`config.mk`:
```
export PLATFORM = sky130hd
export DESIGN_NAME = core_top
export DESIGN_NICKNAME = d
export VERILOG_FILES = /design/src/common/core_pkg.sv /design/src/rtl/core_top.sv /design/src/rtl/fetch_perf.sv /design/src/rtl/commit_unit.sv /design/src/execute/alu_unit.sv /design/src/decode/inst_decode.sv /design/src/fetch/fetch_unit.sv
export SDC_FILE = /design/constraint.sdc
export NUM_CORES = 2
export LEC_CHECK = 0
export BUFFER_PORTS_ARGS = -buffer_cell sky130_fd_sc_hd__buf_4
export CELL_PAD_IN_SITES_DETAIL_PLACEMENT = 1
export CELL_PAD_IN_SITES_GLOBAL_PLACEMENT = 1
export CORE_AREA = 5 5 466 468
export DETAILED_ROUTE_END_ITERATION = 16
export DIE_AREA = 0 0 471 473
export PLACE_DENSITY_LB_ADDON = 0.1
export SLEW_MARGIN = 20
export SYNTH_ARGS = -nofsm -noshare
export SYNTH_HDL_FRONTEND = slang
export SYNTH_HIERARCHICAL = 1
export SYNTH_SLANG_ARGS = --single-unit
```
`constraint.sdc`:
```
create_clock -name clk -period 4.25 [get_ports clk]
set_clock_uncertainty 0.1 [all_clocks]
set_input_delay 0.425 -clock clk [delete_from_list [all_inputs] [get_ports clk]]
set_output_delay 0.425 -clock clk [all_outputs]
set_load 0.05 [all_outputs]
```
`src/common/core_pkg.sv`:
```
`default_nettype none

package core_pkg;

    // ~~~~~~~~~~~~~~~~~~~~~~~~~~~~~~~~~~~~~~~~
    // Widths and DCR map
    // ~~~~~~~~~~~~~~~~~~~~~~~~~~~~~~~~~~~~~~~~
    localparam int XLEN          = 32;
    localparam int NUM_REGS      = 32;
    localparam int REG_BITS      = 5;
    localparam int PERF_CTR_BITS = 32;
    localparam int DCR_ADDR_BITS = 12;

    typedef logic [XLEN-1:0]          word_t;
    typedef logic [XLEN-1:0]          addr_t;
    typedef logic [REG_BITS-1:0]      reg_idx_t;
    typedef logic [PERF_CTR_BITS-1:0] perf_ctr_t;
    typedef logic [DCR_ADDR_BITS-1:0] dcr_addr_t;

    localparam dcr_addr_t DCR_STARTUP_ADDR = 12'h001;  // Startup PC register

    // RV32I major opcodes
    localparam logic [6:0] OPC_OP     = 7'b0110011;
    localparam logic [6:0] OPC_OP_IMM = 7'b0010011;
    localparam logic [6:0] OPC_LUI    = 7'b0110111;
    localparam logic [6:0] OPC_SYSTEM = 7'b1110011;

    // ~~~~~~~~~~~~~~~~~~~~~~~~~~~~~~~~~~~~~~~~
    // Pipeline types
    // ~~~~~~~~~~~~~~~~~~~~~~~~~~~~~~~~~~~~~~~~
    typedef enum logic [2:0] {
        ALU_ADD,
        ALU_SUB,
        ALU_AND,
        ALU_OR,
        ALU_XOR,
        ALU_SLT,
        ALU_PASS_B  // LUI
    } alu_op_t;

    typedef enum logic [2:0] {
        IDLE,
        REQ,
        WAIT,
        BUSY,
        HALT
    } fetch_state_t;

    typedef struct packed {
        logic     valid;
        alu_op_t  alu_op;
        reg_idx_t rd;
        reg_idx_t rs1;
        reg_idx_t rs2;
        word_t    imm;
        logic     use_imm;
        logic     wb_en;
        logic     is_ebreak;
    } decoded_op_t;

    typedef struct packed {
        logic     valid;
        reg_idx_t rd;
        logic     wb_en;
        logic     is_ebreak;
        word_t    data;
    } exec_result_t;

endpackage

`default_nettype wire
```
`src/rtl/core_top.sv`:
```
`timescale 1ns/100ps
`default_nettype none

module core_top import core_pkg::*; (
    input  logic                 clk,
    input  logic                 reset,

    input  logic                 dcr_write_valid,
    input  dcr_addr_t            dcr_write_addr,
    input  word_t                dcr_write_data,

    output logic                 icache_req_valid,
    output addr_t                icache_req_addr,
    input  logic                 icache_req_ready,

    input  logic                 icache_rsp_valid,
    input  word_t                icache_rsp_data,
    output logic                 icache_rsp_ready,

    output logic                 sim_ebreak,
    output word_t [NUM_REGS-1:0] sim_wb_value,

    output logic                 busy,
    output perf_ctr_t            perf_ifetches,
    output perf_ctr_t            perf_ifetch_latency
);

    logic         fetch_valid;
    word_t        fetch_word;
    decoded_op_t  dec_op;
    word_t        rs1_data;
    word_t        rs2_data;
    exec_result_t exe_result;
    logic         commit_done;
    logic         ebreak_done;

    fetch_unit fetch (
        .clk              (clk),
        .reset            (reset),
        .dcr_write_valid  (dcr_write_valid),
        .dcr_write_addr   (dcr_write_addr),
        .dcr_write_data   (dcr_write_data),
        .icache_req_valid (icache_req_valid),
        .icache_req_addr  (icache_req_addr),
        .icache_req_ready (icache_req_ready),
        .icache_rsp_valid (icache_rsp_valid),
        .icache_rsp_data  (icache_rsp_data),
        .icache_rsp_ready (icache_rsp_ready),
        .fetch_valid      (fetch_valid),
        .fetch_word       (fetch_word),
        .commit_done      (commit_done),
        .ebreak_done      (ebreak_done),
        .busy             (busy)
    );

    inst_decode decode (
        .clk         (clk),
        .reset       (reset),
        .fetch_valid (fetch_valid),
        .fetch_word  (fetch_word),
        .dec_op      (dec_op)
    );

    alu_unit execute (
        .clk        (clk),
        .reset      (reset),
        .dec_op     (dec_op),
        .rs1_data   (rs1_data),
        .rs2_data   (rs2_data),
        .exe_result (exe_result)
    );

    // Register reads are indexed straight from the decoded op
    commit_unit commit (
        .clk          (clk),
        .reset        (reset),
        .rs1          (dec_op.rs1),
        .rs2          (dec_op.rs2),
        .rs1_data     (rs1_data),
        .rs2_data     (rs2_data),
        .exe_result   (exe_result),
        .commit_done  (commit_done),
        .ebreak_done  (ebreak_done),
        .sim_ebreak   (sim_ebreak),
        .sim_wb_value (sim_wb_value)
    );

    fetch_perf perf (
        .clk                 (clk),
        .reset               (reset),
        .icache_req_valid    (icache_req_valid),
        .icache_req_ready    (icache_req_ready),
        .icache_rsp_valid    (icache_rsp_valid),
        .icache_rsp_ready    (icache_rsp_ready),
        .perf_ifetches       (perf_ifetches),
        .perf_ifetch_latency (perf_ifetch_latency)
    );

endmodule

`default_nettype wire

```
`src/rtl/fetch_perf.sv`:
```
`timescale 1ns/100ps
`default_nettype none

module fetch_perf import core_pkg::*; (
    input  logic      clk,
    input  logic      reset,
    input  logic      icache_req_valid,
    input  logic      icache_req_ready,
    input  logic      icache_rsp_valid,
    input  logic      icache_rsp_ready,
    output perf_ctr_t perf_ifetches,
    output perf_ctr_t perf_ifetch_latency
);

    logic      req_fire;
    logic      rsp_fire;
    perf_ctr_t pending_reads;

    assign req_fire = icache_req_valid && icache_req_ready;
    assign rsp_fire = icache_rsp_valid && icache_rsp_ready;

    always_ff @(posedge clk) begin
        if (reset) begin
            pending_reads       <= '0;
            perf_ifetches       <= '0;
            perf_ifetch_latency <= '0;
        end else begin
            pending_reads       <= pending_reads + perf_ctr_t'(req_fire)
                                   - perf_ctr_t'(rsp_fire);
            perf_ifetches       <= perf_ifetches + perf_ctr_t'(req_fire);
            perf_ifetch_latency <= perf_ifetch_latency + pending_reads;  // Reads in flight
        end
    end

endmodule

`default_nettype wire

```
`src/rtl/commit_unit.sv`:
```
`timescale 1ns/100ps
`default_nettype none

module commit_unit import core_pkg::*; (
    input  logic                   clk,
    input  logic                   reset,

    input  reg_idx_t               rs1,
    input  reg_idx_t               rs2,
    output word_t                  rs1_data,
    output word_t                  rs2_data,

    input  exec_result_t           exe_result,

    output logic                   commit_done,
    output logic                   ebreak_done,

    output logic                   sim_ebreak,
    output word_t [NUM_REGS-1:0]   sim_wb_value
);

    word_t [NUM_REGS-1:0] regs;
    logic                 wr_en;

    // x0 is never written so it reads as zero
    assign wr_en = exe_result.valid && exe_result.wb_en && (exe_result.rd != '0);

    assign rs1_data = regs[rs1];
    assign rs2_data = regs[rs2];

    // ~~~~~~~~~~~~~~~~~~~~~~~~~~~~~~~~~~~~~~~~
    // Writeback and completion
    // ~~~~~~~~~~~~~~~~~~~~~~~~~~~~~~~~~~~~~~~~
    always_ff @(posedge clk) begin
        if (reset) begin
            regs        <= '0;
            commit_done <= 1'b0;
            ebreak_done <= 1'b0;
        end else begin
            if (wr_en) begin
                regs[exe_result.rd] <= exe_result.data;
            end
            commit_done <= exe_result.valid;                         // Back to fetch
            ebreak_done <= exe_result.valid && exe_result.is_ebreak;
        end
    end

    assign sim_ebreak   = ebreak_done;
    assign sim_wb_value = regs;

endmodule

`default_nettype wire

```
`src/execute/alu_unit.sv`:
```
`timescale 1ns/100ps
`default_nettype none

module alu_unit import core_pkg::*; (
    input  logic         clk,
    input  logic         reset,
    input  decoded_op_t  dec_op,
    input  word_t        rs1_data,
    input  word_t        rs2_data,
    output exec_result_t exe_result
);

    word_t        op_b;
    word_t        alu_out;
    exec_result_t result_next;

    assign op_b = dec_op.use_imm ? dec_op.imm : rs2_data;

    always_comb begin
        unique case (dec_op.alu_op)
            ALU_ADD:    alu_out = rs1_data + op_b;
            ALU_SUB:    alu_out = rs1_data - op_b;
            ALU_AND:    alu_out = rs1_data & op_b;
            ALU_OR:     alu_out = rs1_data | op_b;
            ALU_XOR:    alu_out = rs1_data ^ op_b;
            ALU_SLT:    alu_out = word_t'($signed(rs1_data) < $signed(op_b));
            ALU_PASS_B: alu_out = op_b;
            default:    alu_out = '0;
        endcase
    end

    always_comb begin
        result_next.valid     = dec_op.valid;
        result_next.rd        = dec_op.rd;
        result_next.wb_en     = dec_op.wb_en;
        result_next.is_ebreak = dec_op.is_ebreak;
        result_next.data      = alu_out;
    end

    always_ff @(posedge clk) begin
        if (reset) begin
            exe_result <= '0;
        end else if (dec_op.valid) begin
            exe_result <= result_next;
        end else begin
            exe_result.valid <= 1'b0;  // One-cycle pulse
        end
    end

endmodule

`default_nettype wire

```
`src/decode/inst_decode.sv`:
```
`timescale 1ns/100ps
`default_nettype none

module inst_decode import core_pkg::*; (
    input  logic        clk,
    input  logic        reset,
    input  logic        fetch_valid,
    input  word_t       fetch_word,
    output decoded_op_t dec_op
);

    logic [6:0] opcode;
    logic [2:0] funct3;
    logic [6:0] funct7;
    word_t      i_imm;
    word_t      u_imm;

    decoded_op_t dec_next;

    assign opcode = fetch_word[6:0];
    assign funct3 = fetch_word[14:12];
    assign funct7 = fetch_word[31:25];
    assign i_imm  = {{20{fetch_word[31]}}, fetch_word[31:20]};
    assign u_imm  = {fetch_word[31:12], 12'b0};

    always_comb begin
        dec_next           = '0;
        dec_next.valid     = 1'b1;  // Unknown encodings still commit
        dec_next.alu_op    = ALU_ADD;
        dec_next.rd        = fetch_word[11:7];
        dec_next.rs1       = fetch_word[19:15];
        dec_next.rs2       = fetch_word[24:20];
        dec_next.imm       = i_imm;

        case (opcode)
            OPC_OP_IMM: begin
                if (funct3 == 3'b000) begin  // ADDI only
                    dec_next.use_imm = 1'b1;
                    dec_next.wb_en   = 1'b1;
                end
            end
            OPC_OP: begin
                dec_next.wb_en = 1'b1;
                case ({funct7, funct3})
                    {7'b0000000, 3'b000}: dec_next.alu_op = ALU_ADD;
                    {7'b0100000, 3'b000}: dec_next.alu_op = ALU_SUB;
                    {7'b0000000, 3'b111}: dec_next.alu_op = ALU_AND;
                    {7'b0000000, 3'b110}: dec_next.alu_op = ALU_OR;
                    {7'b0000000, 3'b100}: dec_next.alu_op = ALU_XOR;
                    {7'b0000000, 3'b010}: dec_next.alu_op = ALU_SLT;
                    default:              dec_next.wb_en  = 1'b0;
                endcase
            end
            OPC_LUI: begin
                dec_next.alu_op  = ALU_PASS_B;
                dec_next.imm     = u_imm;
                dec_next.use_imm = 1'b1;
                dec_next.wb_en   = 1'b1;
            end
            OPC_SYSTEM: begin
                // EBREAK is funct12 = 1 with all other fields zero
                dec_next.is_ebreak = (fetch_word[31:20] == 12'h001)
                                     && (fetch_word[19:7] == '0);
            end
            default: ;
        endcase
    end

    always_ff @(posedge clk) begin
        if (reset) begin
            dec_op <= '0;
        end else if (fetch_valid) begin
            dec_op <= dec_next;
        end else begin
            dec_op.valid <= 1'b0;
        end
    end

endmodule

`default_nettype wire

```
`src/fetch/fetch_unit.sv`:
```
`timescale 1ns/100ps
`default_nettype none

module fetch_unit import core_pkg::*; (
    input  logic      clk,
    input  logic      reset,

    input  logic      dcr_write_valid,
    input  dcr_addr_t dcr_write_addr,
    input  word_t     dcr_write_data,

    output logic      icache_req_valid,
    output addr_t     icache_req_addr,
    input  logic      icache_req_ready,

    input  logic      icache_rsp_valid,
    input  word_t     icache_rsp_data,
    output logic      icache_rsp_ready,

    output logic      fetch_valid,
    output word_t     fetch_word,

    input  logic      commit_done,
    input  logic      ebreak_done,

    output logic      busy
);

    fetch_state_t state;
    fetch_state_t state_next;
    addr_t        pc;

    logic dcr_start;
    logic req_fire;
    logic rsp_fire;

    // Startup DCR only counts while idle
    assign dcr_start = dcr_write_valid && (dcr_write_addr == DCR_STARTUP_ADDR)
                       && (state == IDLE);
    assign req_fire  = icache_req_valid && icache_req_ready;
    assign rsp_fire  = icache_rsp_valid && icache_rsp_ready;

    // ~~~~~~~~~~~~~~~~~~~~~~~~~~~~~~~~~~~~~~~~
    // Fetch FSM
    // ~~~~~~~~~~~~~~~~~~~~~~~~~~~~~~~~~~~~~~~~
    always_comb begin
        state_next = state;
        unique case (state)
            IDLE: if (dcr_start) state_next = REQ;
            REQ:  if (req_fire) state_next = WAIT;   // Held until accepted
            WAIT: if (rsp_fire) state_next = BUSY;
            BUSY: begin
                if (ebreak_done) begin
                    state_next = HALT;
                end else if (commit_done) begin
                    state_next = REQ;
                end
            end
            HALT: state_next = HALT;                // Only reset leaves
            default: state_next = IDLE;
        endcase
    end

    always_ff @(posedge clk) begin
        if (reset) begin
            state <= IDLE;
        end else begin
            state <= state_next;
        end
    end

    // Startup value lands straight in the PC
    always_ff @(posedge clk) begin
        if (dcr_start) begin
            pc <= dcr_write_data;
        end else if ((state == BUSY) && commit_done) begin
            pc <= pc + addr_t'(4);
        end
    end

    assign icache_req_valid = (state == REQ);
    assign icache_req_addr  = pc;
    assign icache_rsp_ready = (state == WAIT);

    assign fetch_valid = rsp_fire;
    assign fetch_word  = icache_rsp_data;

    assign busy = (state == REQ) || (state == WAIT) || (state == BUSY);

endmodule

`default_nettype wire

```
# Word-level counts from Yosys, hierarchy flattened
# Cells that the tools add are included.
# op_classes
eq_ne	25
n_reduce_logical	21
bitwise_logic	3
n_lt_le_gt_ge	5
muxes	27
addsub	7
# op_table
op	count
$bwmux W1024	1
$bmux W32 S5	2
$pmux W32 S7	1
$mux W32	6
$demux W32 S5	1
$add A32 B1 Y32	2
$add A32 B32 Y32	2
$add A32 B3 Y32 const B	1
$and A32 B32 Y32	1
$lt A32 B32 Y1	1
$or A32 B32 Y32	1
$sub A32 B1 Y32	1
$sub A32 B32 Y32	1
$xor A32 B32 Y32	1
$mux W31	1
$eq A10 B3 Y1 const B	3
$pmux W3 S5	2
$eq A12 B1 Y1 const B	2
$lt A5 B6 Y1 const B	3
$mux W3	5
$eq A7 B6 Y1 const B	2
$logic_not A13 Y1	1
$eq A3 B2 Y1 const B	4
$eq A3 B3 Y1 const B	4
22 further kinds	39
# totals
elab_cells	141
out_inout_bits	1124
regBits	1251
input_bits	81

# Depth between registers and ports, before layout
# logic_depth
ltp_word	5
depth_mapped	22
mapped_depth_nobuf	19

# Hierarchy
# The synthesis kept the hierarchy.
# by_module_without_submodules
module	seq_area_each_um2	cells_each	instances	area_per_inst_um2
commit_unit	20539.7	6855	1	52713.1
alu_unit	800.8	1074	1	7729.9
fetch_perf	1921.8	810	1	6490.0
fetch_unit	1021.0	266	1	2463.6
inst_decode	1081.0	209	1	2026.9

# Worst setup path after synthesis
# OpenSTA, ideal clock, no wires.
# synth_timing
kind	register -> register
start	register fetch.state[1]
end	register perf.pending_reads[30]
path_buffers	1
synth_period_minus_slack_ns	4.635
arrival_ns	4.402
setup_ns	0.132
required_time_ns	4.018
slack_ns	-0.385
stages_incl_launch_ff	17
cell_sequence	dfxtp_1 -> clkbuf_1 -> nor3b_1 -> and2_1 -> ha_1 -> inv_1 -> ha_1 -> inv_1 -> fa_1 -> nand2b_1 -> a211oi_1 -> o211ai_1 -> o221ai_1 -> a21oi_1 -> nor3b_1 -> or4_1 -> a21oi_1
# synth_via
elab_cells_between_ends	6
cone_classes	add/sub: 2; eq/ne: 2; reduce/logical: 2
# synth_rtl
item	line	source
from (decl)	fetch_unit.sv:29	fetch_state_t state;
from (signal assigned)	fetch_unit.sv:68	state <= state_next;
$eq A3 B2 Y1	fetch_unit.sv:83	assign icache_rsp_ready = (state == WAIT);
named net icache_rsp_ready	core_top.sv:18	output logic icache_rsp_ready,
$logic_and A1 B1 Y1	fetch_perf.sv:20	assign rsp_fire = icache_rsp_valid && icache_rsp_ready;
$sub A32 B1 Y32	fetch_perf.sv:29	- perf_ctr_t'(rsp_fire);
to (signal assigned)	fetch_perf.sv:28	pending_reads <= pending_reads + perf_ctr_t'(req_fire)
to (decl)	fetch_perf.sv:17	perf_ctr_t pending_reads;
# The timed path passes the listed nets, and every way through them passes these cells.
# A chain may end at the register's enable or synchronous reset.

# Worst setup path after layout
# layout_timing
start	register, netlist name decode/dec_op[36]
end	register, netlist name execute/exe_result[30]
# layout_via
elab_chain_cells	5
elab_cells_between_ends	9
cone_classes	add/sub: 2; mux: 4; bitwise: 3
# layout_rtl
item	line	source
$bmux W32 S5 (*)	commit_unit.sv:29	assign rs2_data = regs[rs2];
$mux W32 (not written as such) (*)	commit_unit.sv:29	
named net rs2_data[0]	core_top.sv:32	word_t rs2_data;
$mux W32 (*)	alu_unit.sv:17	assign op_b = dec_op.use_imm ? dec_op.imm : rs2_data;
$sub A32 B32 Y32 or $add A32 B32 Y32 (tied branches)	alu_unit.sv:22, alu_unit.sv:21	
$pmux W32 S7 (*)	alu_unit.sv:20	unique case (dec_op.alu_op)
# Mark *: on every way through the listed nets, which the timed path passes. The rest lies on a longest branch. The select of a mux whose other input is x is not followed.

==> results.cfg <==
[worst_setup_path]
cp_data_arrival_time_ns = 5.62
worstSetupStartpointType = flip-flop
critPathCaptureType = flip-flop
slowest_stage = or4_1
crit_buf_inv = 10
cp.required_ns = 4.93
critPathTopFamily = buffers and inverters
cp_slowest_stage_delay_ns = 0.48
cp_max_fo = 6
crit_top_cell = buf_6
worstSetupPathType = reg2reg

[routing]
dr.pass1.iters = 6
ant_nets = 0
drt-total-wl_um = 485200
drt_iter0_drc = 8280
via_per_inst = 5.899
wl_per_cell_um = 34.11
vias = 83906
drc = 0

[clock_tree]
clk_pin_slew_ns = 0.06
clock_path_buffers = 3
clockRootBuffer = clkbuf_16
h-tree-depth = 4
cts_tree = built
cts.sinks = 1251
cts_buffers = 157
worstSkewPairLatency_ns = 0.87

[synth]
ys_seq_area_frac = 0.3551
synth_cells = 9214
yosys_warnings = 6
yosys-top-cells-area = dfxtp_1 34%, mux2i_1 15%, nand2_1 12%
synth_top_flop_cell = dfxtp_1
synth.top_cell.area_share = 0.3417
netlist_top_cells_count = 2,369 x nand2_1, 1,384 x a21oi_1, 1,219 x dfxtp_1, 1,081 x mux2i_1, 489 x clkbuf_1
synthArstFlopShare = 0
ys_types = 120
synth_area_mm2 = 0.07142
yosysMostFrequentCell = nand2_1
synth_nets = 9480
synth_edf_count = 32
yosys.area.top_type = dfxtp_1
syn_avg_cell_area_um2 = 7.752
ys_seq_elements = 1251

[pwr]
cellPowerDensity_mw_per_mm2 = 298.9
p_leak_nw = 38.99
power_mw = 30.80
vdd_ir_drop_max_mv = 0.4184

[floorplan]
die_y_um = 473
core_area_mm2 = 0.2131
ios = 1205
die-width_um = 471
initial_core_util = 0.3351
row_count = 170
dieArea_mm2 = 0.2228

[sta]
hold_viol = 0
setup_ws_ns = -0.6930
worstMarginPinSlew_ns = 1.256
relSlewSlack = 0.1627
rsz0062_at_grt = true
setup_viol = 28
min_period_ns = 4.943
min_period_over_period = 1.163
slew_viol_final = 0
worst_hold_slack_ns = 0.1831
fmax_mhz = 202.3

[grt]
antenna_found_initial = 26
grt_max_degree = 183
track_usage = 0.4108
overflow = 0
grt_pass1_vias = 83903
grt_pass1_wl_um = 661900

[layout]
fillers = 25284
area_delta_synth_final_pct = 44.25
final_nets = 11515
final_cells = 14224
final_layout_size_suffix_gt1_frac = 0.3022
design_area_mm2 = 0.1030

[hold_path]
hold_class = in2reg

[run_status]
status = finished with violations
failed_checks = setup timing

[place]
postPlaceCellArea_mm2 = 0.09235
port_buffers = 1204
gp_congestion = 1.012
placedCellCount = 13721
hpwl_um = 365100

[run]
drv_cap = 0
[per-stage QoR]
step	setup TNS (ns)	util	worst slack [ns]
after floorplan	0	-	0.03303
after global placement	-32.94	0.4332	-1.496
after detailed placement	-28.46	0.4333	-1.337
after CTS	-11.24	0.4750	-0.6617
after global routing	-16.31	0.4833	-0.7673
final	-13.82	0.4834	-0.6930
[where the power goes]
group | switching [mW] | internal [mW] | total, mW
Sequential | 0.178 | 12.0 | 12.1
Clock | 5.95 | 8.63 | 14.6
Combinational | 2.54 | 1.53 | 4.07
[worst register-to-register path: cells and delay by family (launching register included)]
| family | cells | cell delay (ns) |
|---|---|---|
| AOI/OAI and AO/OA | 8 | 1.28 |
| buffers and inverters | 10 | 1.31 |
| DFF | 1 | 0.40 |
| and+or+nand+nor | 5 | 1.01 |
| adders and majority gates | 2 | 0.50 |
| muxes | 2 | 0.28 |
[logic make-up after synthesis]
| kind of cell | synth area share |
|---|---|
| DFF | 0.3551 |
| muxes | 0.1535 |
| adders and majority gates | 0.03283 |
| buffers and inverters | 0.05832 |
| xor gates and xnor gates | 0.01263 |
| AOI/OAI and AO/OA | 0.1900 |
| and+or+nand+nor | 0.1976 |
[cell type report]
| class | instances | area, um2 | share of cell area |
|---|---|---|---|
| inverters | 160 | 605.6 | 0.005878 |
| flip-flops and latches | 1251 | 25430 | 0.2469 |
| multi-input cells | 6983 | 44900 | 0.4358 |
| diodes | 8 | 20.02 | 0.0001943 |
| well taps | 2838 | 3551 | 0.03447 |
| clock inverters | 52 | 694.4 | 0.006740 |
| clock buffers | 236 | 4816 | 0.04674 |
| repair buffers | 2696 | 23000 | 0.2233 |
[sequential cells by signal (all words and copies together) (netlist names)]
signal	count
commit/commit_done	1
commit/ebreak_done	1
commit/sim_wb_value	1024
decode/dec_op	54
execute/exe_result	40
fetch/icache_req_addr	32
fetch/state	3
perf/pending_reads	32
perf/perf_ifetch_latency	32
perf/perf_ifetches	32
[metal layers]
layer  global-route usage  up-vias  wire length (um)
met5                    0        -                91
met1               0.5065    42541            192500
met4               0.2919       14             42800
met2               0.6359     4071            210800
li1                     -    36119                 -
met3              0.08924     1161             38980
[layout by cell type, fill, tap and decap left out, types with 57 or more instances in the layout]
cell / count
a21oi_1: 1353
a22o_1: 142
a22oi_1: 179
a31oi_1: 81
buf_12: 139
buf_4: 2405
clkbuf_16: 171
dfxtp_1: 1178
dlygate4sd3_1: 70
ha_1: 148
inv_1: 146
mux2i_1: 993
nand2_1: 2341
nand3_1: 209
nor2_1: 250
nor2b_1: 58
nor3_1: 97
o21ai_0: 90
xnor2_1: 57
[worst paths after layout]
path	start	to	slack, ns	depth (start not counted)
worst max register to register	decode/dec_op[36]$_SDFFE_PP0P_	execute/exe_result[30]$_SDFFE_PP0P_	-0.69	27
worst min register to register	decode/dec_op[0]$_SDFFE_PP0P_	decode/dec_op[0]$_SDFFE_PP0P_	0.37	2
worst min-delay path	icache_rsp_data[3]	decode/dec_op[14]$_SDFFE_PP0P_	0.18	5
worst max-delay path	decode/dec_op[36]$_SDFFE_PP0P_	execute/exe_result[30]$_SDFFE_PP0P_	-0.69	27
[timing repair]
action	4_1_cts	5_1_grt
setup endpoints to repair	29	32
buffers inserted	57	72
hold endpoints to repair	106	0
gates cloned	12	6
hold buffers	70	0
pin swaps	103	135
gates resized for setup	373	223
(Power assumes the default switching activity.)
